`src/soc_bus_pkg.sv`:
```
`default_nettype none

package soc_bus_pkg;

    //////////////////////////////////////////////////
    // Bus widths
    //////////////////////////////////////////////////

    localparam int ADDR_WIDTH = 32;
    localparam int DATA_WIDTH = 32;
    // One enable per byte lane
    localparam int BE_WIDTH   = DATA_WIDTH / 8;

    //////////////////////////////////////////////////
    // Address rules, inclusive base and last
    //////////////////////////////////////////////////

    localparam logic [ADDR_WIDTH-1:0] INST_SRAM_BASE = 32'h0000_0000;
    localparam logic [ADDR_WIDTH-1:0] INST_SRAM_LAST = 32'h0000_1FFF;
    localparam logic [ADDR_WIDTH-1:0] DATA_SRAM_BASE = 32'h0001_0000;
    localparam logic [ADDR_WIDTH-1:0] DATA_SRAM_LAST = 32'h0001_1FFF;
    localparam logic [ADDR_WIDTH-1:0] PERIPH_BASE    = 32'h0002_0000;
    localparam logic [ADDR_WIDTH-1:0] PERIPH_LAST    = 32'h0002_00FF;

    // SRAM depths and word index widths
    localparam int INST_SRAM_WORDS = 2048;
    localparam int DATA_SRAM_WORDS = 2048;
    localparam int INST_SRAM_AW    = $clog2(INST_SRAM_WORDS);
    localparam int DATA_SRAM_AW    = $clog2(DATA_SRAM_WORDS);

    //////////////////////////////////////////////////
    // Peripheral register map, word offsets
    //////////////////////////////////////////////////

    localparam int PERIPH_OFFSET_WIDTH = 6;
    localparam logic [PERIPH_OFFSET_WIDTH-1:0] REG_GPIO     = 6'h00;
    localparam logic [PERIPH_OFFSET_WIDTH-1:0] REG_SCRATCH0 = 6'h04;
    localparam logic [PERIPH_OFFSET_WIDTH-1:0] REG_SCRATCH2 = 6'h0C;
    localparam logic [PERIPH_OFFSET_WIDTH-1:0] REG_ID       = 6'h10;

    // Scratch bank spread evenly from first to last slot
    localparam int SCRATCH_COUNT = 3;
    localparam logic [PERIPH_OFFSET_WIDTH-1:0] SCRATCH_STRIDE =
        PERIPH_OFFSET_WIDTH'((REG_SCRATCH2 - REG_SCRATCH0) / (SCRATCH_COUNT - 1));

    // Fixed read values
    localparam logic [DATA_WIDTH-1:0] PERIPH_ID_VALUE = 32'h50C0_0001;
    localparam logic [DATA_WIDTH-1:0] BUS_ERR_DATA    = 32'hDEAD_BEEF;

    // Target select, TGT_NONE marks an unmapped access
    typedef enum logic [1:0] {
        TGT_INST,
        TGT_DATA,
        TGT_PERIPH,
        TGT_NONE
    } target_sel_e;

endpackage

`default_nettype wire

```
`src/response_mux.sv`:
```
`timescale 1ns/1ps
`default_nettype none

module response_mux (
    input  logic                                clk_i,
    input  logic                                reset_i,
    input  logic                                issue_i,
    input  soc_bus_pkg::target_sel_e            sel_i,
    input  logic [soc_bus_pkg::DATA_WIDTH-1:0]  inst_rdata_i,
    input  logic [soc_bus_pkg::DATA_WIDTH-1:0]  data_rdata_i,
    input  logic [soc_bus_pkg::DATA_WIDTH-1:0]  periph_rdata_i,
    output logic                                rvalid_o,
    output logic                                err_o,
    output logic [soc_bus_pkg::DATA_WIDTH-1:0]  rdata_o
);

    // Response valid, one cycle behind the issue
    logic rvalid_q;

    always_ff @(posedge clk_i, posedge reset_i) begin
        if (reset_i) begin
            rvalid_q <= 1'b0;
        end else begin
            rvalid_q <= issue_i;
        end
    end

    // Read data by registered select
    always_comb begin
        case (sel_i)
            soc_bus_pkg::TGT_INST: begin
                rdata_o = inst_rdata_i;
            end
            soc_bus_pkg::TGT_DATA: begin
                rdata_o = data_rdata_i;
            end
            soc_bus_pkg::TGT_PERIPH: begin
                rdata_o = periph_rdata_i;
            end
            default: begin
                // Unmapped, decode error word
                rdata_o = soc_bus_pkg::BUS_ERR_DATA;
            end
        endcase
    end

    assign rvalid_o = rvalid_q;
    // Error only qualified by the response pulse
    assign err_o    = rvalid_q && (sel_i == soc_bus_pkg::TGT_NONE);

endmodule

`default_nettype wire

```
`config.mk`:
```
export PLATFORM = sky130hd
export DESIGN_NAME = response_mux
export DESIGN_NICKNAME = d
export VERILOG_FILES = /design/src/soc_bus_pkg.sv /design/src/response_mux.sv
export SDC_FILE = /design/constraint.sdc
export NUM_CORES = 1
export LEC_CHECK = 0
export BUFFER_PORTS_ARGS = -buffer_cell sky130_fd_sc_hd__buf_4
export CAP_MARGIN = 20
export CORE_UTILIZATION = 32
export DETAILED_ROUTE_END_ITERATION = 12
export PLACE_DENSITY = 0.87
export REMOVE_ABC_BUFFERS = 1
export SETUP_SLACK_MARGIN = 0.4
export SLEW_MARGIN = 0
export SYNTH_ARGS = -nofsm -noshare
export SYNTH_HDL_FRONTEND = slang
export SYNTH_SLANG_ARGS = --single-unit
export TNS_END_PERCENT = 20
```
`constraint.sdc`:
```
create_clock -name clk_i -period 1.8 [get_ports clk_i]
set_clock_uncertainty 0.1 [all_clocks]
set_input_delay 0.18 -clock clk_i [delete_from_list [all_inputs] [get_ports clk_i]]
set_output_delay 0.18 -clock clk_i [all_outputs]
set_load 0.05 [all_outputs]
```
==> impl_metrics.toml <==
[global_routing]
grt_pass1_vias = 1135
grt_max_degree = 38
grt-ovfl-total = 0
grt_usage = 0.226
grt_pass1_wl_mm = 4.97
antenna_found_initial = 0

[synthesis]
seq_area_frac_synth = 0.0284
ys_types = 15
synth-seq-cells = 1
syn_area_um2 = 882
synth_area_per_cell_um2 = 10.9
synthCells = 81
yosys_warnings = 0

[layout]
filler_cell_count = 126
final_common_cell = "buf_4"
syn2layout_area_growth_pct = 141
final_util = 0.837
fin_area_mm2 = 0.00213
n_antenna_cell = 0
largest_reg_flops = 1
multi_input_area_um2 = 841
nets = 318
final_cell_mix = "buf_4, o22a_1, mux2_4"
seqCellArea_um2 = 25.0
drive_above_1_share = 0.833

[place]
gp_congestion = 0.727
placed_area_mm2 = 0.00185
dp_hpwl_mm = 2.90
portBuffers = 134

[floorplanning]
rows = 18
io_pins = 135
die_h_um = 54.5
dieWidth_um = 54.5
initial_utilization = 0.347
fp.dieArea_mm2 = 0.00297
core_mm2 = 0.00254

[route]
vias = 1327
wl_mm = 5.00
ant_nets = 0
drt-initial-drc-count = 9
drc_errors = 0
via_per_inst = 5.42
wl_per_cell_um = 20.4
dr.pass1.iters = 4

[worst_setup_path]
slowest_delay_ns = 0.36
startpoint_type = "primary input"
path_class = "in2out"
cp.required_ns = 1.52
cp_slowest_cell = "and2b_4"
cp_max_fo = 8
startpoint = "sel_i[1]"
arrival_ns = 1.16
crit_chain = "buf_12 -> clkbuf_16 -> and2b_4 -> o2bb2ai_2 -> buf_6"
setup.worst_path.end_class = "output port"

[cts]
clkTransAtPathRegs_ns = 0

[power_and_ir_drop]
power_w = 0.000829
powerDensity_mw_per_mm2 = 389
p_leak_nw = 1.11
peakVddDrop_uv = 443

[timing]
slew_viol_final = 0
fmax_ghz = 0.696
finalHoldViolCount = 0
fin_crit_ns = 1.44
timing.slew.headroom = 0.740
fin_setup_tns_ns = 0
period_share = 0.798
rsz0062_at_grt = "true"
finalSetupViolCount = 0
worst_pin_slew_ns = 0.379

[worst_hold_path]
hold_path_class = "in2reg"
min_to = "rvalid_o"
min_from = "issue_i"
hold_depth = 1

[run_status]
run_status = "finished clean"

[job]
cap_violations = 0
[cell type report]
class	count	area share
multi-input combinational	69	0.395
timing repair buffer	144	0.574
sequential	1	0.0118
tap	30	0.0176
inverter	1	0.00176
[stage by stage]
stage	setup WS, ns	hold WS [ns]	std cells
floorplan	0.387	-0.191	69
global placement	0.338	-0.0762	235
detailed placement	0.312	-0.0741	235
CTS	0.358	0.191	241
global route	0.333	0.200	245
finish	0.363	0.199	245
[worst max-delay path: cells and delay by family]
family / cells / cell delay, ns
buf+inv: 3 / 0.46
simple gates: 1 / 0.36
compound gates: 1 / 0.15
[how the worst max path moves through the flow]
stage | depth (start not counted) | end | slack, ns
2_1_floorplan | 1 | err_o | 0.39
3_3_place_gp | 5 | rdata_o[27] | 0.34
3_5_place_dp | 4 | rdata_o[18] | 0.31
4_1_cts | 5 | rdata_o[5] | 0.36
5_1_grt | 5 | rdata_o[22] | 0.33
6_report | 5 | rdata_o[22] | 0.36
[kinds of logic after synthesis]
logic type	count (synthesis)	synth area share
compound gates	32	0.318
buf+inv	13	0.135
flops	1	0.0284
mux	32	0.487
simple gates	3	0.0326
[cells in the mapped netlist, drive strengths merged]
master	count	share of area
o2bb2ai	8	0.079
inv	1	0.0043
buf	9	0.12
o22a	24	0.24
nand2b	1	0.016
dfrtp	1	0.028
mux2i	8	0.091
and3	1	0.0071
mux2	24	0.40
and2b	1	0.0099
clkbuf	3	0.013
[power by group]
group	internal [W]	leakage (nW)	switching [W]	total [W]
logic	0.000392	1.09	0.000412	0.000804
registers	0.0000241	0.0117	0.00000106	0.0000251
clock network	0	0	0	0
[routing by layer]
metal,part of all wire,global-route usage
met1,0.37,0.252
met2,0.52,0.435
met3,0.075,0.0583
met5,0,0
met4,0.033,0.0256
[what timing repair did]
| action | CTS | global route |
|---|---|---|
| gates cloned | 3 | 2 |
| hold buffers | 1 | 0 |
| gates resized for setup | 5 | 28 |
| buffers inserted | 2 | 2 |
| endpoints found under the hold margin | 1 | 0 |
| endpoints found under the setup margin | 32 | 31 |
| pin swaps | 1 | 1 |
Note: power is estimated with default switching activity, not from simulation.
