<file path="src/soc_bus_pkg.sv">
`default_nettype none

package soc_bus_pkg;

    //////////////////////////////////////////////////
    // Bus widths
    //////////////////////////////////////////////////

    localparam int ADDR_WIDTH = 32;
    localparam int DATA_WIDTH = 32;
    // One enable per byte lane
    localparam int BE_WIDTH   = DATA_WIDTH / 8;

    //////////////////////////////////////////////////
    // Address rules, inclusive base and last
    //////////////////////////////////////////////////

    localparam logic [ADDR_WIDTH-1:0] INST_SRAM_BASE = 32'h0000_0000;
    localparam logic [ADDR_WIDTH-1:0] INST_SRAM_LAST = 32'h0000_1FFF;
    localparam logic [ADDR_WIDTH-1:0] DATA_SRAM_BASE = 32'h0001_0000;
    localparam logic [ADDR_WIDTH-1:0] DATA_SRAM_LAST = 32'h0001_1FFF;
    localparam logic [ADDR_WIDTH-1:0] PERIPH_BASE    = 32'h0002_0000;
    localparam logic [ADDR_WIDTH-1:0] PERIPH_LAST    = 32'h0002_00FF;

    // SRAM depths and word index widths
    localparam int INST_SRAM_WORDS = 2048;
    localparam int DATA_SRAM_WORDS = 2048;
    localparam int INST_SRAM_AW    = $clog2(INST_SRAM_WORDS);
    localparam int DATA_SRAM_AW    = $clog2(DATA_SRAM_WORDS);

    //////////////////////////////////////////////////
    // Peripheral register map, word offsets
    //////////////////////////////////////////////////

    localparam int PERIPH_OFFSET_WIDTH = 6;
    localparam logic [PERIPH_OFFSET_WIDTH-1:0] REG_GPIO     = 6'h00;
    localparam logic [PERIPH_OFFSET_WIDTH-1:0] REG_SCRATCH0 = 6'h04;
    localparam logic [PERIPH_OFFSET_WIDTH-1:0] REG_SCRATCH2 = 6'h0C;
    localparam logic [PERIPH_OFFSET_WIDTH-1:0] REG_ID       = 6'h10;

    // Scratch bank spread evenly from first to last slot
    localparam int SCRATCH_COUNT = 3;
    localparam logic [PERIPH_OFFSET_WIDTH-1:0] SCRATCH_STRIDE =
        PERIPH_OFFSET_WIDTH'((REG_SCRATCH2 - REG_SCRATCH0) / (SCRATCH_COUNT - 1));

    // Fixed read values
    localparam logic [DATA_WIDTH-1:0] PERIPH_ID_VALUE = 32'h50C0_0001;
    localparam logic [DATA_WIDTH-1:0] BUS_ERR_DATA    = 32'hDEAD_BEEF;

    // Target select, TGT_NONE marks an unmapped access
    typedef enum logic [1:0] {
        TGT_INST,
        TGT_DATA,
        TGT_PERIPH,
        TGT_NONE
    } target_sel_e;

endpackage

`default_nettype wire

</file>
<file path="src/data_req_bridge.sv">
`timescale 1ns/1ps
`default_nettype none

module data_req_bridge (
    input  logic                                clk_i,
    input  logic                                reset_i,
    input  logic                                req_i,
    input  logic                                we_i,
    input  logic                                rvalid_i,
    input  logic [soc_bus_pkg::BE_WIDTH-1:0]    be_i,
    input  logic [soc_bus_pkg::ADDR_WIDTH-1:0]  addr_i,
    input  logic [soc_bus_pkg::DATA_WIDTH-1:0]  wdata_i,
    output logic                                gnt_o,
    output logic                                issue_o,
    output logic                                we_o,
    output logic [soc_bus_pkg::BE_WIDTH-1:0]    be_o,
    output logic [soc_bus_pkg::ADDR_WIDTH-1:0]  addr_o,
    output logic [soc_bus_pkg::DATA_WIDTH-1:0]  wdata_o
);

    // Access in flight, blocks further grants
    logic                                outstanding_q;
    // One-cycle issue toward the targets
    logic                                issue_q;
    logic                                we_q;
    logic [soc_bus_pkg::BE_WIDTH-1:0]    be_q;
    logic [soc_bus_pkg::ADDR_WIDTH-1:0]  addr_q;
    logic [soc_bus_pkg::DATA_WIDTH-1:0]  wdata_q;
    logic                                accept;

    // Handshake completes on req while idle
    assign accept = req_i & ~outstanding_q;

    always_ff @(posedge clk_i, posedge reset_i) begin
        if (reset_i) begin
            outstanding_q <= 1'b0;
            issue_q       <= 1'b0;
        end else begin
            // Set on accept, cleared by the response pulse
            if (accept) begin
                outstanding_q <= 1'b1;
            end else if (rvalid_i) begin
                outstanding_q <= 1'b0;
            end
            issue_q <= accept;
        end
    end

    // Request fields held until the next accept
    always_ff @(posedge clk_i) begin
        if (accept) begin
            we_q    <= we_i;
            be_q    <= be_i;
            addr_q  <= addr_i;
            wdata_q <= wdata_i;
        end
    end

    assign gnt_o   = ~outstanding_q;
    assign issue_o = issue_q;
    assign we_o    = we_q;
    assign be_o    = be_q;
    assign addr_o  = addr_q;
    assign wdata_o = wdata_q;

endmodule

`default_nettype wire

</file>
<file path="config.mk">
export PLATFORM = sky130hd
export DESIGN_NAME = data_req_bridge
export DESIGN_NICKNAME = d
export VERILOG_FILES = /design/src/soc_bus_pkg.sv /design/src/data_req_bridge.sv
export SDC_FILE = /design/constraint.sdc
export NUM_CORES = 1
export LEC_CHECK = 0
export BUFFER_PORTS_ARGS = -buffer_cell sky130_fd_sc_hd__buf_2
export CORE_ASPECT_RATIO = 0.8
export CORE_UTILIZATION = 41
export CTS_CLUSTER_DIAMETER = 80
export DETAILED_ROUTE_END_ITERATION = 10
export GPL_TIMING_DRIVEN = 0
export PLACE_DENSITY = 0.87
export REMOVE_ABC_BUFFERS = 1
export SYNTH_ARGS = -nofsm -noshare
export SYNTH_HDL_FRONTEND = slang
export SYNTH_SLANG_ARGS = --single-unit
</file>
<file path="constraint.sdc">
create_clock -name clk_i -period 3.8 [get_ports clk_i]
set_input_delay 0 -clock clk_i [delete_from_list [all_inputs] [get_ports clk_i]]
set_output_delay 0 -clock clk_i [all_outputs]
set_load 0.005 [all_outputs]
</file>
==> metrics.txt <==
run status=complete, no violations; maxcap violations=0; final number of max-transition violations=0; Initial Util=42.6%; count of input and output buffers=143; top metal layer carrying routed signals=met4; Critical-path top delay cell=nor2b_4; area enclosed by the die boundary=5530 um^2; drt wl/cell=18.0 um; fraction of power consumed by combinational cells=11.4%; height of the chip=66.7 um; DRC Markers=0; area growth from synthesis to layout=80.5%; number of cells produced by synthesis=75; Cell Count, Final, Fillers Out=369; clock slew at the register clock pins of the worst setup and hold paths=0.08 ns; Slew @ Worst Pin=0.914 ns; met1 wire length=2.37 mm; sequential-to-total area share from yosys stat=98.9%; mapped cell area=2150 um^2; number of register bits inferred by synthesis=71; power per unit of standard cell area=449 nW/um^2; TritonCTS clock tree=done; Final nets=374; Critical path buffers and inverters=1; post-route worst setup slack=1.99 ns; min cycle time layout=1.81 ns; vias in the first global route=1842; worst path cell trace=nor2b_4, buf_12; routed via count divided by cell count=4.51; core region area=5040 um^2; detailed route wirelength on metal2=3.41 mm; startpoint of the lowest-slack register-to-register path=outstanding_q$_DFFE_PP0P_; type of the worst setup path=reg -> reg; layout cell share with drive strength beyond 1=52.3%; launching element type of the critical path=flop; Register-to-Register Setup Slack=1.99 ns; count of endpoints failing hold in the final timing report=0; total wire length after detailed routing=6.66 mm; global-route usage over all layers=24.6%; DR iter-0 viols=63; wire length on met3=638 um; most common library cell in the layout ignoring fill and taps=buf_2; initial antenna violation count=1; commonest cells after routing, fill and taps aside=143 x buf_2, 71 x dlygate4sd3_1, 69 x edfxtp_1; yosys synthesis warning count=0; clk_skew=0.00861 ns; required time of the worst setup path=3.83 ns; clock buffer count from CTS=9; wire length of the first global-routing pass=9.45 mm; family with the most delay on the worst path=simple AND/OR/NAND/NOR gates; latest clock arrival within the worst-skew pair=0.34 ns; number of rows in the core area=23; maximum fanout along the worst path=40; count of clock tree sinks=71; final weighted congestion of routability-driven global placement=0.692; detailed-route via count=1666; WP data arrival=1.84 ns; Worst setup startpoint=outstanding_q$_DFFE_PP0P_; period utilisation layout=47.5%; Leakage=0.00166 uW; number of I/O pins=144; end-of-flow core utilization=76.9%; sum of negative setup slack=0 ns; relative contribution of the clock network to total power=34.2%; buffer levels on the longest clock path=2; headroom to the max-slew limit=39.0%; longest individual stage delay on the worst path=0.73 ns; Flop pwr share=54.4%; top achievable clock speed=554 MHz; largest net degree at the start of global routing=41; cells resized by post-CTS repair=0; number of setup violations in the final report=0; antenna violation net count after detailed routing=0; Worst setup EP type=flop; cell total after placement=281; placed wire-length estimate=3.22 mm; buffer type at the clock tree root=clkbuf_8; worst slack at placement=1.97 ns; setup repair after global routing missed its margin=no; post-synth cell types=6; number of H-tree levels=3; mean cell area of the mapped netlist=28.6 um^2; IR Drop Worst-Case VDD=0.416 mV; switching power share of the total=22.7%; horizontal die dimension=82.9 um; HP Class=in -> async; design internal power=1350 uW; switching power=395 uW; global-route congestion overflow total=0; Pre-Repair DR Iteration Count=4
synthesized netlist by cell type:
cell type  instances  area [um^2]
edfxtp_1          69         2070
dfrtp_1            2         50.1
inv_1              1         3.75
inv_2              1         3.75
nor2b_2            1         8.76
o21bai_1           1         7.51
worst paths after layout:
| path | to | depth (start not counted) |
|---|---|---|
| min reg2reg | outstanding_q$_DFFE_PP0P_ | 2 |
| max in group asynchronous | issue_o$_DFF_PP0_ | 3 |
| min | outstanding_q$_DFFE_PP0P_ | 3 |
| min in group clk_i | wdata_o[20]$_DFFE_PP_ | 2 |
| max reg2reg | addr_o[16]$_DFFE_PP_ | 2 |
| max | addr_o[16]$_DFFE_PP_ | 2 |
cell families (layout without fill, tap and decap cells):
group,Yosys count,in the layout,synth area share (%)
and+or+nand+nor,1,1,0.408
DFF,71,71,98.9
other,0,1,0
buffers and inverters,2,233,0.350
AOI/OAI and AO/OA,1,1,0.350
layer usage:
layer  track usage (%)  vias up
met5                 0        -
met4              12.9        0
met3              12.6       22
met2              41.8      106
met1              25.2      784
li1                  -      754
stage by stage:
| step | instance area, um^2 | hold slack (ns) | power [uW] |
|---|---|---|---|
| finish | 3870 | 0.106 | 1740 |
| global route | 3870 | 0.0848 | 1800 |
| detailed placement | 2960 | -0.138 | 1100 |
| floorplan | 2150 | -0.259 | 996 |
| global placement | 2940 | -0.151 | 1080 |
| CTS | 3870 | 0.0397 | 1730 |
final cells by class:
type,instances,area (um^2)
sequential,71,2120
timing repair buffer,215,1450
fill,272,1160
clock buffer,9,124
tap,62,77.6
clock inverter,7,71.3
multi-input combinational,2,21.3
inverter,2,7.51
antenna,1,2.50
worst min-delay path, delay by kind of cell:
| family | cells | cell delay, ns |
|---|---|---|
| buffers and inverters | 3 | 0.79 |
power groups by stage:
stage / Clock, uW / Combinational (uW) / Sequential, uW
2_1_floorplan: 0 / 23.9 / 972
3_3_place_gp: 0 / 121 / 962
3_5_place_dp: 0 / 134 / 961
4_1_cts: 596 / 190 / 944
5_1_grt: 637 / 212 / 951
6_report: 594 / 198 / 947
what timing repair did:
item                      CTS  global route
setup buffers               0             0
hold buffers               71             0
hold endpoints to repair   72             0
flip-flops by register name, summed over array words and instances, names as in the netlist:
register	flops
addr_o	32
be_o	4
issue_o	1
outstanding_q	1
wdata_o	32
we_o	1
No activity file was read; power rests on OpenSTA's default activity.
