**src/soc_bus_pkg.sv**
```systemverilog
`default_nettype none

package soc_bus_pkg;

    //////////////////////////////////////////////////
    // Bus widths
    //////////////////////////////////////////////////

    localparam int ADDR_WIDTH = 32;
    localparam int DATA_WIDTH = 32;
    // One enable per byte lane
    localparam int BE_WIDTH   = DATA_WIDTH / 8;

    //////////////////////////////////////////////////
    // Address rules, inclusive base and last
    //////////////////////////////////////////////////

    localparam logic [ADDR_WIDTH-1:0] INST_SRAM_BASE = 32'h0000_0000;
    localparam logic [ADDR_WIDTH-1:0] INST_SRAM_LAST = 32'h0000_1FFF;
    localparam logic [ADDR_WIDTH-1:0] DATA_SRAM_BASE = 32'h0001_0000;
    localparam logic [ADDR_WIDTH-1:0] DATA_SRAM_LAST = 32'h0001_1FFF;
    localparam logic [ADDR_WIDTH-1:0] PERIPH_BASE    = 32'h0002_0000;
    localparam logic [ADDR_WIDTH-1:0] PERIPH_LAST    = 32'h0002_00FF;

    // SRAM depths and word index widths
    localparam int INST_SRAM_WORDS = 2048;
    localparam int DATA_SRAM_WORDS = 2048;
    localparam int INST_SRAM_AW    = $clog2(INST_SRAM_WORDS);
    localparam int DATA_SRAM_AW    = $clog2(DATA_SRAM_WORDS);

    //////////////////////////////////////////////////
    // Peripheral register map, word offsets
    //////////////////////////////////////////////////

    localparam int PERIPH_OFFSET_WIDTH = 6;
    localparam logic [PERIPH_OFFSET_WIDTH-1:0] REG_GPIO     = 6'h00;
    localparam logic [PERIPH_OFFSET_WIDTH-1:0] REG_SCRATCH0 = 6'h04;
    localparam logic [PERIPH_OFFSET_WIDTH-1:0] REG_SCRATCH2 = 6'h0C;
    localparam logic [PERIPH_OFFSET_WIDTH-1:0] REG_ID       = 6'h10;

    // Scratch bank spread evenly from first to last slot
    localparam int SCRATCH_COUNT = 3;
    localparam logic [PERIPH_OFFSET_WIDTH-1:0] SCRATCH_STRIDE =
        PERIPH_OFFSET_WIDTH'((REG_SCRATCH2 - REG_SCRATCH0) / (SCRATCH_COUNT - 1));

    // Fixed read values
    localparam logic [DATA_WIDTH-1:0] PERIPH_ID_VALUE = 32'h50C0_0001;
    localparam logic [DATA_WIDTH-1:0] BUS_ERR_DATA    = 32'hDEAD_BEEF;

    // Target select, TGT_NONE marks an unmapped access
    typedef enum logic [1:0] {
        TGT_INST,
        TGT_DATA,
        TGT_PERIPH,
        TGT_NONE
    } target_sel_e;

endpackage

`default_nettype wire

```
**src/addr_decoder.sv**
```systemverilog
`timescale 1ns/1ps
`default_nettype none

module addr_decoder (
    input  logic                                clk_i,
    input  logic                                reset_i,
    input  logic                                issue_i,
    input  logic [soc_bus_pkg::ADDR_WIDTH-1:0]  addr_i,
    output logic                                inst_en_o,
    output logic                                data_en_o,
    output logic                                periph_en_o,
    output soc_bus_pkg::target_sel_e            sel_o
);

    logic                      inst_hit;
    logic                      data_hit;
    logic                      periph_hit;
    soc_bus_pkg::target_sel_e  sel_q;

    // Inclusive range check, offset form also covers a zero base
    function automatic logic rule_match(
        input logic [soc_bus_pkg::ADDR_WIDTH-1:0] addr,
        input logic [soc_bus_pkg::ADDR_WIDTH-1:0] base,
        input logic [soc_bus_pkg::ADDR_WIDTH-1:0] last
    );
        return (addr - base) <= (last - base);
    endfunction

    assign inst_hit   = rule_match(addr_i, soc_bus_pkg::INST_SRAM_BASE,
                                   soc_bus_pkg::INST_SRAM_LAST);
    assign data_hit   = rule_match(addr_i, soc_bus_pkg::DATA_SRAM_BASE,
                                   soc_bus_pkg::DATA_SRAM_LAST);
    assign periph_hit = rule_match(addr_i, soc_bus_pkg::PERIPH_BASE,
                                   soc_bus_pkg::PERIPH_LAST);

    // Target strobes only during the issue cycle
    assign inst_en_o   = issue_i & inst_hit;
    assign data_en_o   = issue_i & data_hit;
    assign periph_en_o = issue_i & periph_hit;

    // Select kept for the result stage one cycle later
    always_ff @(posedge clk_i, posedge reset_i) begin
        if (reset_i) begin
            sel_q <= soc_bus_pkg::TGT_NONE;
        end else if (issue_i) begin
            if (inst_hit) begin
                sel_q <= soc_bus_pkg::TGT_INST;
            end else if (data_hit) begin
                sel_q <= soc_bus_pkg::TGT_DATA;
            end else if (periph_hit) begin
                sel_q <= soc_bus_pkg::TGT_PERIPH;
            end else begin
                sel_q <= soc_bus_pkg::TGT_NONE;
            end
        end
    end

    assign sel_o = sel_q;

endmodule

`default_nettype wire

```
**config.mk**
```make
export PLATFORM = sky130hd
export DESIGN_NAME = addr_decoder
export DESIGN_NICKNAME = d
export VERILOG_FILES = /design/src/soc_bus_pkg.sv /design/src/addr_decoder.sv
export SDC_FILE = /design/constraint.sdc
export NUM_CORES = 1
export LEC_CHECK = 0
export BUFFER_PORTS_ARGS = -buffer_cell sky130_fd_sc_hd__buf_4
export CAP_MARGIN = 25
export CORE_MARGIN = 2
export CORE_UTILIZATION = 42
export DETAILED_ROUTE_END_ITERATION = 7
export PLACE_DENSITY = 0.87
export SYNTH_ARGS = -nofsm -noshare
export SYNTH_HDL_FRONTEND = slang
export SYNTH_SLANG_ARGS = --single-unit
```
**constraint.sdc**
```tcl
create_clock -name clk_i -period 3.3 [get_ports clk_i]
set_clock_uncertainty 0.05 [all_clocks]
set_input_delay 0.66 -clock clk_i [delete_from_list [all_inputs] [get_ports clk_i]]
set_output_delay 0.66 -clock clk_i [all_outputs]
set_load 0.05 [all_outputs]
```
==> summary.md <==
The time the final worst path needs with I/O delays and setup works out to 3.21 ns. The tree built by TritonCTS fans out to 2 sinks. Entering global routing, the biggest net connects 10 pins. Once placement finished, the instance area stood at 916 um2. The clock transition at the register clock pins on the worst setup and hold paths after CTS is 0.04 ns.

The run gives 0.337 as the portion of total power attributed to the clock network. The highest ir drop seen on vdd came out at 0.115 mV. TritonCTS built the clock tree. The worst setup path is launched from an input pin. The number of antenna violations at the first check in global routing is 0. The analysis attributes to cell leakage a power of 0.414 nW. Internal power comes to 0.110 mW. During placement, the flow inserted port buffers numbering 31. Buffers inserted to repair hold after CTS numbered 0. Dividing the detail-routed via count by the number of cells gives 6.20. The logs give 0.311 GHz for the highest clock rate and 1820 um2 for the area of the die. The async set or reset register ratio after synthesis works out to 1.00. The total global routing overflow was 0. The top cell types in the final layout, fill and taps aside, are sky130_fd_sc_hd__buf_4 (39), sky130_fd_sc_hd__nor2_1 (10), sky130_fd_sc_hd__nor3_1 (6), sky130_fd_sc_hd__inv_1 (6), sky130_fd_sc_hd__nor4_1 (5).

Launch point of the worst path: addr_i[19]. Diode insertion count for antenna repair: 0. The period utilization was 0.974. The die span in y came out at 42.7 um. Global-route usage over all layers: 0.249. For this block, the initial DRC count from the detailed router was 33. The reg2reg setup slack is 2.41 ns, and the remaining design rule violation count is 0.

Summed over all layers, the routed wires come to 2.17 mm. The endpoint identified for the worst register-to-register timing path is sel_o[0]. The switching share of power was 0.340; the half-perimeter wire length after detailed placement was 1.59 mm. The count of endpoints failing hold in the final timing report was 0; the number of max-cap violations was 0.

The final standard cell area without fillers is 993 um2. The tools report the worst slew margin relative to its limit as 0.720. The register with the most flip-flops in the layout has 2 of them.

The logic depth of the worst register-to-register path was 2. For the placer's final routability congestion estimate, the log shows 0.906. Of all nets on the critical path, the largest fanout is 7.

The detail route stage leaves a number of antenna-violating nets equal to 0. The overall power consumption is 0.167 mW, and the worst-margin pin slew is 0.416 ns. The longest clock path from root to sink contains 2 buffers. Global-route wire length before repair: 3.51 mm.

The signal on the critical path passes through buf_4 > or4_4 > buf_4 > nor3_1 > a2bb2oi_1 > a2111oi_4 > buf_4. For the part of the total power dissipated in combinational logic, the log shows 0.514. Commonest non-fill, non-tap cell in the layout: sky130_fd_sc_hd__buf_4. The cell row count is 13, and the delay of the slowest cell on the worst path is 0.59 ns. For this run, the detailed router's first-pass iteration total came to 4. In this run the power spent charging and discharging nets is 0.0567 mW. The share of cells above drive strength 1 works out to 0.512. The clock reaches the later pin of the worst-skew pair after 0.23 ns.

The depth of the CTS H-tree is 1. The synthesized netlist contains 40 unique library cells. Setup repair after global routing left no endpoint under its margin. After detailed routing, the average wire length per cell comes to 15.7 um. The sequential group share of total power came out at 0.149.

For the share of the core filled with cells in the final layout, the log shows 0.736. The logs give 40 for the number of top-level pins and 795 for the via count of the first global-routing pass. After synthesis the cells add up to 629 um2. Library cell appearing most often on the critical path: sky130_fd_sc_hd__buf_4. STA puts the critical path data required time at 2.59 ns. The net count of the finished layout is 162. The synthesized netlist cell count was 84; the number of endpoints failing setup at the final stage was 0.

The count of warnings emitted by yosys is 0. The most used flip-flop cell after synthesis is sky130_fd_sc_hd__dfstp_2. Post-synthesis to final-layout area growth: 57.9%.

The worst hold path class was in2async. The filler cells instantiated in the layout total 112. The logs give 121 for the synthesized netlist net count and 3 for the CTS buffer count.

The slowest stage of the critical path belongs to the cell sky130_fd_sc_hd__or4_4. A synthesized cell averages 7.49 um2. At the worst endpoint, the arrival time is 2.50 ns.

The tools report the worst reg2reg path startpoint as sel_o[0]. In the final timing run, aggregate negative setup slack is 0 ns. The tree is rooted in a sky130_fd_sc_hd__clkbuf_4.

The endpoint kind of the worst setup timing path is an output pin. The sequential-to-total area share from yosys stat was 0.0835. The core region is 1350 um2. For this design the ratio of total power to cell area is 168 nW/um2. The worst setup path is of the in2out kind. The via count is 855.

The flow ran to the end, and the final reports show no timing, DRC or antenna violations. The logs give 0 for the count of pins over their slew limit and 0.466 for the starting density of the core. The die is 42.7 um wide.

The number of enable flip-flop cells after synthesis was 0. The number of storage elements in the synthesis netlist came out at 2. Critical path capture point: periph_en_o.
worst min-delay path by stage:
stage / startpoint / to / cells past startpoint
global placement: sel_o[1] / sel_o[1] / 2
CTS: reset_i / sel_o[0] / 2
global route: reset_i / sel_o[0] / 2
detailed placement: sel_o[1] / sel_o[1] / 2
finish: reset_i / sel_o[0] / 2
floorplan: reset_i / sel_o[0] / 1
per-layer routing:
| metal | up-vias | track usage | wire [um] |
|---|---|---|---|
| met3 | 0 | 0.0255 | 162 |
| met2 | 49 | 0.442 | 1140 |
| met4 | 0 | 0.0750 | 0 |
| met1 | 402 | 0.309 | 864 |
| met5 | - | 0 | 0 |
| li1 | 404 | - | - |
power by group through the flow:
stage,Combinational (mW),Sequential [mW],Clock [mW]
after floorplan,0.0369,0.0250,0
after global routing,0.0929,0.0247,0.0637
final,0.0857,0.0248,0.0563
after CTS,0.0794,0.0248,0.0583
after global placement,0.0755,0.0250,0
after detailed placement,0.0787,0.0250,0
critical path, delay by kind of cell:
family	cells	cell delay (ns)
buffers and inverters	3	0.55
AND/OR/NAND/NOR	2	0.86
AO/OA/AOI/OAI	2	0.43
cell families after synthesis:
family          after synthesis  share of synthesized area
compound gates               22                      0.300
flops                         2                     0.0835
fa+ha+maj                     2                     0.0398
xor+xnor                      3                     0.0418
mux                           2                     0.0318
buf+inv                      11                      0.101
simple gates                 42                      0.402
Yosys cell counts, types with 2 or more instances:
cell type,n,share of area
sky130_fd_sc_hd__nor2_1,10,0.060
sky130_fd_sc_hd__inv_1,7,0.042
sky130_fd_sc_hd__nor3_1,7,0.056
sky130_fd_sc_hd__nor4_1,5,0.050
sky130_fd_sc_hd__a21oi_1,3,0.024
sky130_fd_sc_hd__buf_6,3,0.054
sky130_fd_sc_hd__nand2_1,3,0.018
sky130_fd_sc_hd__nand3_1,3,0.024
sky130_fd_sc_hd__o31a_2,3,0.048
sky130_fd_sc_hd__a211o_1,2,0.028
sky130_fd_sc_hd__dfstp_2,2,0.083
sky130_fd_sc_hd__ha_1,2,0.040
sky130_fd_sc_hd__mux2i_1,2,0.032
sky130_fd_sc_hd__nand4_1,2,0.020
sky130_fd_sc_hd__nor4bb_1,2,0.032
sky130_fd_sc_hd__o21ai_0,2,0.016
sky130_fd_sc_hd__or4_1,2,0.024
sky130_fd_sc_hd__xnor2_1,2,0.028
through the flow:
stage,hold WS [ns],setup WS [ns],std cells
after floorplan,0.522,0.0681,84
after global placement,0.495,0.0262,134
after detailed placement,0.497,0.00838,134
after CTS,0.416,0.0221,137
after global routing,0.438,0.00530,138
final,0.417,0.0872,138
layout make-up:
class / count / area (um2) / share of cell area
clock buffer: 3 / 22.5 / 0.0227
timing repair buffer: 40 / 304 / 0.306
inverter: 7 / 26.3 / 0.0264
tap: 15 / 18.8 / 0.0189
sequential: 2 / 52.6 / 0.0529
multi-input combinational: 71 / 569 / 0.573
what timing repair did:
| item | in CTS | in global routing |
|---|---|---|
| setup buffers | 0 | 1 |
| setup endpoints to repair | 1 | 2 |
| cloned | 0 | 0 |
| resized for setup | 1 | 10 |
| pin swaps | 0 | 5 |
(Power assumes the default switching activity.)
