### src/soc_bus_pkg.sv
`default_nettype none

package soc_bus_pkg;

    //////////////////////////////////////////////////
    // Bus widths
    //////////////////////////////////////////////////

    localparam int ADDR_WIDTH = 32;
    localparam int DATA_WIDTH = 32;
    // One enable per byte lane
    localparam int BE_WIDTH   = DATA_WIDTH / 8;

    //////////////////////////////////////////////////
    // Address rules, inclusive base and last
    //////////////////////////////////////////////////

    localparam logic [ADDR_WIDTH-1:0] INST_SRAM_BASE = 32'h0000_0000;
    localparam logic [ADDR_WIDTH-1:0] INST_SRAM_LAST = 32'h0000_1FFF;
    localparam logic [ADDR_WIDTH-1:0] DATA_SRAM_BASE = 32'h0001_0000;
    localparam logic [ADDR_WIDTH-1:0] DATA_SRAM_LAST = 32'h0001_1FFF;
    localparam logic [ADDR_WIDTH-1:0] PERIPH_BASE    = 32'h0002_0000;
    localparam logic [ADDR_WIDTH-1:0] PERIPH_LAST    = 32'h0002_00FF;

    // SRAM depths and word index widths
    localparam int INST_SRAM_WORDS = 2048;
    localparam int DATA_SRAM_WORDS = 2048;
    localparam int INST_SRAM_AW    = $clog2(INST_SRAM_WORDS);
    localparam int DATA_SRAM_AW    = $clog2(DATA_SRAM_WORDS);

    //////////////////////////////////////////////////
    // Peripheral register map, word offsets
    //////////////////////////////////////////////////

    localparam int PERIPH_OFFSET_WIDTH = 6;
    localparam logic [PERIPH_OFFSET_WIDTH-1:0] REG_GPIO     = 6'h00;
    localparam logic [PERIPH_OFFSET_WIDTH-1:0] REG_SCRATCH0 = 6'h04;
    localparam logic [PERIPH_OFFSET_WIDTH-1:0] REG_SCRATCH2 = 6'h0C;
    localparam logic [PERIPH_OFFSET_WIDTH-1:0] REG_ID       = 6'h10;

    // Scratch bank spread evenly from first to last slot
    localparam int SCRATCH_COUNT = 3;
    localparam logic [PERIPH_OFFSET_WIDTH-1:0] SCRATCH_STRIDE =
        PERIPH_OFFSET_WIDTH'((REG_SCRATCH2 - REG_SCRATCH0) / (SCRATCH_COUNT - 1));

    // Fixed read values
    localparam logic [DATA_WIDTH-1:0] PERIPH_ID_VALUE = 32'h50C0_0001;
    localparam logic [DATA_WIDTH-1:0] BUS_ERR_DATA    = 32'hDEAD_BEEF;

    // Target select, TGT_NONE marks an unmapped access
    typedef enum logic [1:0] {
        TGT_INST,
        TGT_DATA,
        TGT_PERIPH,
        TGT_NONE
    } target_sel_e;

endpackage

`default_nettype wire

### src/periph_regs.sv
`timescale 1ns/1ps
`default_nettype none

module periph_regs (
    input  logic                                        clk_i,
    input  logic                                        reset_i,
    input  logic                                        en_i,
    input  logic                                        we_i,
    input  logic [soc_bus_pkg::BE_WIDTH-1:0]            be_i,
    input  logic [soc_bus_pkg::PERIPH_OFFSET_WIDTH-1:0] offset_i,
    input  logic [soc_bus_pkg::DATA_WIDTH-1:0]          wdata_i,
    output logic [soc_bus_pkg::DATA_WIDTH-1:0]          rdata_o,
    output logic [soc_bus_pkg::DATA_WIDTH-1:0]          gpio_o
);

    logic [soc_bus_pkg::DATA_WIDTH-1:0]    gpio_q;
    logic [soc_bus_pkg::DATA_WIDTH-1:0]    scratch_q [soc_bus_pkg::SCRATCH_COUNT];
    logic [soc_bus_pkg::SCRATCH_COUNT-1:0] scratch_hit;
    logic [soc_bus_pkg::DATA_WIDTH-1:0]    rd_word;
    logic [soc_bus_pkg::DATA_WIDTH-1:0]    rdata_q;

    // Keep old bytes where the lane is disabled
    function automatic logic [soc_bus_pkg::DATA_WIDTH-1:0] byte_merge(
        input logic [soc_bus_pkg::DATA_WIDTH-1:0] old_word,
        input logic [soc_bus_pkg::DATA_WIDTH-1:0] new_word,
        input logic [soc_bus_pkg::BE_WIDTH-1:0]   be
    );
        logic [soc_bus_pkg::DATA_WIDTH-1:0] merged;
        merged = old_word;
        for (int b = 0; b < soc_bus_pkg::BE_WIDTH; b++) begin
            if (be[b]) begin
                merged[8*b +: 8] = new_word[8*b +: 8];
            end
        end
        return merged;
    endfunction

    // Scratch slot decode, walking the stride from the first slot
    always_comb begin
        logic [soc_bus_pkg::PERIPH_OFFSET_WIDTH-1:0] slot;
        slot = soc_bus_pkg::REG_SCRATCH0;
        for (int i = 0; i < soc_bus_pkg::SCRATCH_COUNT; i++) begin
            scratch_hit[i] = (offset_i == slot);
            slot           = slot + soc_bus_pkg::SCRATCH_STRIDE;
        end
    end

    // Read map, holes read as zero
    always_comb begin
        rd_word = '0;
        if (offset_i == soc_bus_pkg::REG_GPIO) begin
            rd_word = gpio_q;
        end
        if (offset_i == soc_bus_pkg::REG_ID) begin
            rd_word = soc_bus_pkg::PERIPH_ID_VALUE;
        end
        for (int i = 0; i < soc_bus_pkg::SCRATCH_COUNT; i++) begin
            if (scratch_hit[i]) begin
                rd_word = scratch_q[i];
            end
        end
    end

    // Writable registers; ID and holes drop writes
    always_ff @(posedge clk_i, posedge reset_i) begin
        if (reset_i) begin
            gpio_q    <= '0;
            scratch_q <= '{default: '0};
        end else if (en_i && we_i) begin
            if (offset_i == soc_bus_pkg::REG_GPIO) begin
                gpio_q <= byte_merge(gpio_q, wdata_i, be_i);
            end
            for (int i = 0; i < soc_bus_pkg::SCRATCH_COUNT; i++) begin
                if (scratch_hit[i]) begin
                    scratch_q[i] <= byte_merge(scratch_q[i], wdata_i, be_i);
                end
            end
        end
    end

    // Read data registered, same latency as the SRAMs
    always_ff @(posedge clk_i) begin
        if (en_i && !we_i) begin
            rdata_q <= rd_word;
        end
    end

    assign rdata_o = rdata_q;
    assign gpio_o  = gpio_q;

endmodule

`default_nettype wire

### config.mk
export PLATFORM = sky130hd
export DESIGN_NAME = periph_regs
export DESIGN_NICKNAME = d
export VERILOG_FILES = /design/src/soc_bus_pkg.sv /design/src/periph_regs.sv
export SDC_FILE = /design/constraint.sdc
export NUM_CORES = 1
export LEC_CHECK = 0
export BUFFER_PORTS_ARGS = -buffer_cell sky130_fd_sc_hd__buf_2
export CAP_MARGIN = 15
export CORE_UTILIZATION = 45
export CTS_BUF_LIST = sky130_fd_sc_hd__clkbuf_16
export DETAILED_ROUTE_END_ITERATION = 10
export PLACE_DENSITY = 0.74
export SETUP_SLACK_MARGIN = 0.5
export SLEW_MARGIN = 20
export SYNTH_ARGS = -nofsm -noshare
export SYNTH_HDL_FRONTEND = slang
export SYNTH_SLANG_ARGS = --single-unit
### constraint.sdc
create_clock -name clk_i -period 5.6 [get_ports clk_i]
set_input_delay 1.12 -clock clk_i [delete_from_list [all_inputs] [get_ports clk_i]]
set_output_delay 1.12 -clock clk_i [all_outputs]
set_load 0.02 [all_outputs]
==> impl_metrics.yaml, run 1 <==
finish:
  drive_above_1_share_pct: 59.03
  diodes: 0
  final_cells: 748
  multi_input_area_sq_um: 2788
  fin_nets: 570
  syn_to_final_growth_pct: 18.83
  seq_area_sq_um: 4164
  postLayoutCellArea_sq_um: 8392
  fillCellCount: 1222
power:
  power_leakage_nw: 4.030
  p_per_area_nw_per_um2: 314.8
  vdd_ir_drop_max_mv: 0.2402
timing:
  fin_tns_setup_ps: 0
  grt_setup_unrepaired: "false"
  worstMarginPinSlew_ps: 1064
  setup_viol: 0
  finalCritPeriodShare_pct: 60.22
  layout_setup_ws_ps: 2228
  layout_min_cycle_time_ps: 3372
  hold_viol_final: 0
  fmax_mhz: 296.5
  skew_ps: 6.614
  final_max_slew_viol_count: 0
  slew_headroom_pct: 28.94
  fin_hold_ws_ps: 502.4
cts:
  ctsResizeCount: 0
  htreeDepth: 4
  cts_hold_buf: 0
  clk_latency_ps: 420
  clock_sink_count: 160
  cts_buffers: 17
  path_clk_slew_ps: 60
  post_cts_buffers: 0
  cts_tree: "done"
  cts_max_path_buffers: 2
  clock-root-buffer: "clkbuf_16"
placed_design:
  placed_cell_area_sq_um: 7794
  dp_hpwl_microns: 9515
  place.gp.congestion: 0.7233
  dpl.cell_count: 716
  portBuffers: 109
  place_worst_setup_slack_ps: 1771
synth:
  synth_largest_area_cell: "dfrtp_1"
  synth_cells: 411
  synth_seq_area_share_pct: 58.97
  post-synth-top-area-fraction_pct: 45.36
  avgSynthCellArea_sq_um: 17.18
  syn_area_sq_um: 7062
  yosys-top-cells-area: "dfrtp_1 45%, mux2_2 17%, edfxtp_1 14%"
  synth_fp_nets: 457
  synth_cell_types: 26
  synth_warnings: 0
  synth-seq-cells: 160
worst_setup_path:
  cp-start-kind: "input pin"
  cp.required_ps: 5900
  cp.arrival_ps: 3680
  endpoint_kind: "flip-flop"
  setup.worst_path.class: "input pin to flip-flop"
  regToRegSetupSlack_ps: 4290
  reg2reg_depth: 2
  cp_max_fo: 27
grt:
  grt_pass1_vias: 4278
  grt_pass1_wl_microns: 23160
  overflow: 0
  track_usage_pct: 19.26
  grt_max_degree: 82
  antenna_found_initial: 0
route:
  drt_iter0_markers: 199
  drt_pass1_iterations: 4
  drc: 0
  wl_per_cell_microns: 19.38
  wl_microns: 14490
  antenna_left: 0
  via_per_inst: 5.314
  vias: 3975
floorplanning:
  initial_utilization_pct: 46.28
  io_pins: 110
  fp-row-count: 45
  fp.dieArea_sq_um: 16200
  core_sq_um: 15260
  die_h_microns: 127.3
  die_x_microns: 127.3
outcome:
  outcome: "completed"
worst_hold_path:
  hp-class: "flip-flop to flip-flop"
  whs_path_depth: 1
job:
  maxCapViolations: 0
-- layout by cell type (no fill, tap or decap), drive strengths merged, types with 2 or more instances in the layout --
cell type,count
a21oi,5
nand2b,2
dfrtp,128
a32oi,5
clkinvlp,3
nand3,4
nor3,12
clkbuf,18
mux2,133
o21ai,5
or4,4
nor2b,28
edfxtp,32
clkinv,7
inv,3
mux4,27
buf,112
bufinv,3
-- flip-flops by register name, indices dropped and copies added, names as in the netlist --
| register | cells |
|---|---|
| gpio_o | 32 |
| scratch_q | 96 |
| rdata_o | 32 |
-- per-layer routing --
| metal | global-route usage (%) | part of all wire [%] | vias up |
|---|---|---|---|
| met3 | 4.564 | 4.2 | 14 |
| met1 | 25.43 | 45 | 2083 |
| met5 | 0 | 0 | - |
| met4 | 7.073 | 1.4 | 0 |
| met2 | 31.15 | 49 | 102 |
| li1 | - | - | 1776 |
-- logic make-up (layout without fill, tap and decap cells) --
logic type / Yosys count / after routing / synth area share, %
DFF: 160 / 160 / 58.97
muxes: 160 / 160 / 31.10
AOI/OAI and AO/OA: 15 / 15 / 1.329
buffers and inverters: 20 / 146 / 1.683
and+or+nand+nor: 55 / 55 / 6.804
xor gates and xnor gates: 1 / 1 / 0.1240
-- Yosys cell counts --
master	n
dfrtp_1	128
mux2_2	109
edfxtp_1	32
nor2b_1	28
mux4_2	27
mux2_4	24
nor3_4	11
clkbuf_1	6
a21oi_1	5
a32oi_1	5
buf_2	5
buf_6	5
o21ai_0	5
nand3_1	4
or4_4	3
buf_1	2
inv_1	2
nand2b_1	2
and2b_1	1
nand2_1	1
nor2_1	1
nor3_2	1
nor4_4	1
or3_1	1
or4_1	1
xor2_1	1
-- critical path, stage by stage --
cell	delay [ps]
buf_2	150
or4_2	1060
buf_4	390
nor4_4	530
mux2_2	400
-- worst paths after layout --
check,from,to
min in group asynchronous,reset_i,scratch_q[58]
hold reg to reg,scratch_q[47],scratch_q[47]
max in group asynchronous,reset_i,scratch_q[35]
setup / recovery,offset_i[4],gpio_o[8]
setup reg to reg,gpio_o[1],rdata_o[1]
hold / removal,scratch_q[47],scratch_q[47]
-- per-stage QoR --
step / util [%] / total power [mW]
3_3_place_gp: 51.08 / 1.490
6_report: 55.00 / 2.642
3_5_place_dp: 51.08 / 1.500
5_1_grt: 55.00 / 2.726
2_1_floorplan: - / 1.423
4_1_cts: 54.98 / 2.663
-- where the power goes --
group / internal [mW] / leakage [nW] / switching (mW)
combinational: 0.0931 / 1.68 / 0.114
sequential: 1.24 / 2.07 / 0.0281
clock: 0.716 / 0.286 / 0.450
-- cell type report --
class | instances | area share (%)
clock buffers | 18 | 5.368
clock inverters | 14 | 1.730
inverters | 2 | 0.1491
multi-input cells | 231 | 33.22
flip-flops and latches | 160 | 49.62
repair buffers | 112 | 6.769
well taps | 211 | 3.146
Note: power is estimated with default switching activity, not from simulation.
==> inputs of run 2 (changes only) <==
--- a/config.mk
+++ b/config.mk
@@ -10,7 +10,7 @@
 export CORE_UTILIZATION = 45
 export CTS_BUF_LIST = sky130_fd_sc_hd__clkbuf_16
 export DETAILED_ROUTE_END_ITERATION = 10
-export PLACE_DENSITY = 0.74
+export PLACE_DENSITY = 0.76
 export SETUP_SLACK_MARGIN = 0.5
 export SLEW_MARGIN = 20
 export SYNTH_ARGS = -nofsm -noshare
==> constraint.sdc (replaced) <==
create_clock -name clk_i -period 3.1 [get_ports clk_i]
set_input_delay 0.62 -clock clk_i [delete_from_list [all_inputs] [get_ports clk_i]]
set_output_delay 0.62 -clock clk_i [all_outputs]
set_load 0.02 [all_outputs]
==> run 2 against run 1 <==
  * Global-route usage up 1.3 points
  * Setup slack got worse by 1600 ps
  * Highest routed layer unchanged
  * Hold slack worse by 180 ps
  * Utilization up 0.75 points
  * Register-to-register slack worse by 2500 ps
  * Non-clock buffer count up 7
  * Count of clock-buffer cells in the layout shrank 1
  * Flip-flop and latch count unchanged
  * Largest cell class unchanged
  * Clock power rose by 86%
==> impl_metrics.yaml, run 2 (synthesis results as in run 1) <==
finish:
  drive_above_1_share_pct: 60.48
  fillCellCount: 1211
  final_cell_mix: "128 x dfrtp_1, 109 x mux2_2, 109 x buf_2"
  syn_to_final_growth_pct: 20.46
  largest_reg_flops: 96
  seq_area_sq_um: 4164
  postLayoutCellArea_sq_um: 8507
  multi_input_area_sq_um: 2788
  final_util_pct: 55.75
  final_cells: 756
  regMostFlops: "scratch_q"
  final_common_cell: "dfrtp_1"
  fin_nets: 577
worst_setup_path:
  critical_path.startpoint: "offset_i[4]"
  cp-start-kind: "input pin"
  cp.required_ps: 3410
  regToRegSetupSlack_ps: 1810
  setup.worst_path.class: "input pin to flip-flop"
  r2r_end: "rdata_o[16]"
  timing.rr.start: "gpio_o[16]"
  critical_path.endpoint: "gpio_o[21]"
  reg2reg_depth: 2
  endpoint_kind: "flip-flop"
  cp_max_fo: 43
  cp.arrival_ps: 2730
grt:
  track_usage_pct: 20.58
  grt_pass1_vias: 4480
  grt_pass1_wl_microns: 24560
  overflow: 0
  antenna_found_initial: 2
  grt_max_degree: 65
power:
  vdd_ir_drop_max_mv: 0.3940
  power_leakage_nw: 4.079
  p_per_area_nw_per_um2: 570.9
cts:
  htreeDepth: 4
  path_clk_slew_ps: 60
  cts_hold_buf: 0
  cts_max_path_buffers: 2
  cts_tree: "done"
  ctsResizeCount: 0
  post_cts_buffers: 0
  cts_buffers: 17
  clk_latency_ps: 420
  clock-root-buffer: "clkbuf_16"
  clock_sink_count: 160
floorplanning:
  fp.dieArea_sq_um: 16200
  io_pins: 110
  core_sq_um: 15260
  fp-row-count: 45
  initial_utilization_pct: 46.28
  die_h_microns: 127.3
  die_x_microns: 127.3
route:
  antenna_left: 0
  wl_per_cell_microns: 19.95
  wl_met1_microns: 6419
  drt_pass1_iterations: 4
  vias: 4021
  wl_met3_microns: 840
  wl_microns: 15080
  wl_met2_microns: 7695
  via_per_inst: 5.319
  drc: 0
  drt_iter0_markers: 196
  top_layer: "met4"
worst_hold_path:
  hp-class: "input pin to asynchronous set/reset pin"
timing:
  slew_headroom_pct: 47.39
  worstMarginPinSlew_ps: 787.5
  skew_ps: 5.174
  fin_tns_setup_ps: 0
  setup_viol: 0
  layout_min_cycle_time_ps: 2422
  fmax_mhz: 412.8
  fin_hold_ws_ps: 325.8
  finalCritPeriodShare_pct: 78.14
  grt_setup_unrepaired: "false"
  hold_viol_final: 0
  final_max_slew_viol_count: 0
placed_design:
  portBuffers: 109
  placed_cell_area_sq_um: 7885
  dp_hpwl_microns: 9994
  dpl.cell_count: 723
  place.gp.congestion: 0.7625
outcome:
  outcome: "completed"
job:
  maxCapViolations: 0
## run 2: cell count changes in the layout (fill, tap and decap cells not counted)
| cell | before | now |
|---|---|---|
| clkinv_2 | 2 | 3 |
| clkbuf_16 | 18 | 17 |
| bufinv_16 | 3 | 4 |
| clkinv_1 | 5 | 1 |
| buf_12 | 0 | 3 |
| clkinv_4 | 0 | 2 |
| clkinvlp_4 | 3 | 6 |
| inv_6 | 1 | 0 |
| diode_2 | 0 | 1 |
| inv_1 | 2 | 1 |
| buf_4 | 3 | 7 |
## run 2: worst min path at each step
stage | endpoint | cells past startpoint | slack, ps
global placement | scratch_q[37] | 1 | 480
global route | gpio_o[11] | 2 | 380
finish | gpio_o[11] | 2 | 330
detailed placement | scratch_q[59] | 1 | 490
CTS | gpio_o[12] | 2 | 340
floorplan | scratch_q[0] | 1 | 470
## run 2: cell type report
| cell class | count | area share, % |
|---|---|---|
| flip-flops and latches | 160 | 48.95 |
| multi-input cells | 231 | 32.77 |
| repair buffers | 119 | 7.736 |
| clock buffers | 17 | 5.001 |
| well taps | 211 | 3.103 |
| clock inverters | 15 | 2.280 |
| inverters | 2 | 0.1324 |
| diodes | 1 | 0.02942 |
## run 2: report_power, final
group	total, mW	switching [mW]	internal, mW
clock	2.18	0.839	1.34
sequential	2.29	0.0521	2.24
combinational	0.386	0.210	0.176
## run 2: per-stage QoR
step	power, mW	setup slack (ps)
2_1_floorplan	2.571	602.3
3_3_place_gp	2.700	312.4
3_5_place_dp	2.722	282.4
4_1_cts	4.901	734.4
5_1_grt	5.035	696.2
6_report	4.857	677.6
## run 2: worst max-delay path, cell delays in order
cell and delay [ps]:
buf_2 140, or4_2 690, buf_12 210, or4_4 660
mux2_4 340
## run 2: metal layers
layer	GRT usage (%)	up-vias
met5	0	-
met4	5.952	0
met3	6.449	15
met2	34.91	114
met1	25.32	2096
li1	-	1796
==> inputs of run 3 (changes only) <==
--- a/config.mk
+++ b/config.mk
@@ -5,6 +5,7 @@
 export SDC_FILE = /design/constraint.sdc
 export NUM_CORES = 1
 export LEC_CHECK = 0
+export ABC_AREA = 1
 export BUFFER_PORTS_ARGS = -buffer_cell sky130_fd_sc_hd__buf_2
 export CAP_MARGIN = 15
 export CORE_UTILIZATION = 45
==> constraint.sdc (replaced) <==
create_clock -name clk_i -period 1.96 [get_ports clk_i]
set_input_delay 0.392 -clock clk_i [delete_from_list [all_inputs] [get_ports clk_i]]
set_output_delay 0.392 -clock clk_i [all_outputs]
set_load 0.02 [all_outputs]
==> run 3 against run 2 <==
  * Setup slack worse by 150 ps
  * Non-clock buffer count increased by 25
  * Clock power rose by 41%
  * Synthesized area decreased by 4.4%
  * Clock skew decreased by 0.61 ps
  * Hold slack worse by 260 ps
  * Sequential power up 59%
==> impl_metrics.yaml, run 3 <==
outcome:
  outcome: "completed"
finish:
  seq_area_sq_um: 4164
  final_common_cell: "nand2_1"
  final_cells: 1051
  multi_input_area_sq_um: 2300
  regMostFlops: "scratch_q"
  drive_above_1_share_pct: 21.59
  final_util_pct: 56.45
  final_cell_mix: "234 x nand2_1, 128 x dfrtp_1, 108 x buf_2"
  postLayoutCellArea_sq_um: 8235
  largest_reg_flops: 96
  fin_nets: 899
  syn_to_final_growth_pct: 21.98
  fillCellCount: 1272
worst_setup_path:
  cp.buffers_inverters: 1
  regToRegSetupSlack_ps: 870
  timing.rr.start: "gpio_o[0]"
  cp_top_family: "flip-flops"
  reg2reg_depth: 3
  critPathMaxStageDelay_ps: 420
  setup.worst_path.class: "flip-flop to primary output"
  crit_chain: "buf_2"
  cp.arrival_ps: 1040
  crit_path_top_delay_cell: "dfrtp_1"
  cp-start-kind: "flip-flop"
  endpoint_kind: "primary output"
  cp.required_ps: 1570
  r2r_end: "rdata_o[0]"
  cp_max_fo: 3
grt:
  antenna_found_initial: 1
  grt_pass1_wl_microns: 28570
  grt_max_degree: 73
  track_usage_pct: 23.73
  overflow: 0
  grt_pass1_vias: 5541
synth:
  synth_seq_area_share_pct: 61.68
  synth_adder_area_share_pct: 0
  synth_cell_types: 17
  synth_cells: 727
  synth_common_cells: "235 x nand2_1, 128 x dfrtp_1, 73 x o21ai_1"
  yosysMostFrequentCell: "nand2_1"
  yosys-top-cells-area: "dfrtp_1 47%, edfxtp_1 14%, nand2_1 13%"
  post-synth-top-area-fraction_pct: 47.44
  synth_compound_gate_area_share_pct: 10.04
  synth_largest_area_cell: "dfrtp_1"
  synth_top_family_by_area: "simple AND/OR/NAND/NOR gates"
  synth_fp_nets: 773
  avgSynthCellArea_sq_um: 9.287
  synth_warnings: 0
  ys.flop_type: "dfrtp_1"
  ys_async_sr_fraction_pct: 80.00
  yosys.area_share.simple_pct: 23.54
  yosys.area_share.xor_xnor_pct: 0
  syn_area_sq_um: 6751
  synthMuxAreaShare_pct: 0
  synth_edf_count: 32
  synth-seq-cells: 160
power:
  power_leakage_nw: 4.048
  p_per_area_nw_per_um2: 880.6
  total_power_mw: 7.252
  vdd_ir_drop_max_mv: 0.7069
floorplanning:
  initial_utilization_pct: 46.28
  core_sq_um: 14590
  io_pins: 110
  die_x_microns: 124.5
  fp.dieArea_sq_um: 15500
  fp-row-count: 44
  die_h_microns: 124.5
route:
  wl_microns: 17600
  vias: 5686
  antenna_left: 0
  wl_per_cell_microns: 16.75
  drt_iter0_markers: 496
  drt_pass1_iterations: 5
  via_per_inst: 5.410
  drc: 0
timing:
  layout_min_cycle_time_ps: 1429
  grt_setup_unrepaired: "true"
  fin_tns_setup_ps: 0
  fmax_mhz: 700.0
  slew_headroom_pct: 62.07
  setup_viol: 0
  fin_hold_ws_ps: 65.46
  hold_viol_final: 0
  layout_setup_ws_ps: 531.4
  worstMarginPinSlew_ps: 567.6
  final_max_slew_viol_count: 0
  finalCritPeriodShare_pct: 72.89
  skew_ps: 4.563
placed_design:
  place_worst_setup_slack_ps: 19.47
  dpl.cell_count: 1017
  dp_hpwl_microns: 11920
  placed_cell_area_sq_um: 7667
  place.gp.congestion: 0.8403
  portBuffers: 109
cts:
  clk_latency_ps: 420
  cts_buffers: 17
  htreeDepth: 4
  clock-root-buffer: "clkbuf_16"
  cts_max_path_buffers: 2
  clock_sink_count: 160
  cts_tree: "done"
  path_clk_slew_ps: 60
worst_hold_path:
  hp-class: "input pin to asynchronous set/reset pin"
job:
  maxCapViolations: 0
run 3: metal layers:
metal  GRT usage (%)  vias up  wire length [microns]  part of all wire, %
met4           8.646        0                    414                  2.4
met3           6.186       33                    970                  5.5
met1           32.05     2729                   7867                   45
met2           36.92      198                   8351                   47
li1                -     2726                      -                    -
met5               0        -                      0                    0
run 3: repair_timing:
action | CTS | global route
setup buffers | 0 | 1
hold buffers | 0 | 0
gates resized for setup | 1 | 4
endpoints found under the setup margin | 6 | 53
run 3: power by group:
group | switching, mW | internal, mW
Combinational | 0.379 | 0.174
Clock | 1.25 | 1.82
Sequential | 0.0882 | 3.54
run 3: worst max-delay path by stage:
stage,startpoint,endpoint,slack [ps],cells past startpoint
floorplan,reset_i,gpio_o[0],-10,1
detailed placement,offset_i[3],rdata_o[20],20,6
global placement,offset_i[3],rdata_o[23],100,6
global route,offset_i[2],gpio_o[25],370,7
finish,gpio_o[14],gpio_o[14],530,1
CTS,gpio_o[23],gpio_o[23],520,1
run 3: cell type report:
cell class                      instances  area share (%)
Inverter                               43           2.005
Antenna cell                            1         0.03039
Sequential cell                       160           50.56
Timing Repair Buffer                  144           10.15
Clock inverter                         15           1.367
Clock buffer                           17           5.166
Tap cell                              184           2.796
Multi-Input combinational cell        487           27.92
run 3: worst reg2reg max path, stage by stage (launching register included):
cell and delay, ps:
dfrtp_1 390, buf_4 150, o211ai_1 190, nand4_1 110
run 3: kinds of logic (layout without fill, tap and decap cells):
kind of cell / Yosys count / count (layout)
buf+inv: 80 / 219
compound gates: 133 / 133
simple gates: 354 / 354
other cells: 0 / 1
flops: 160 / 160
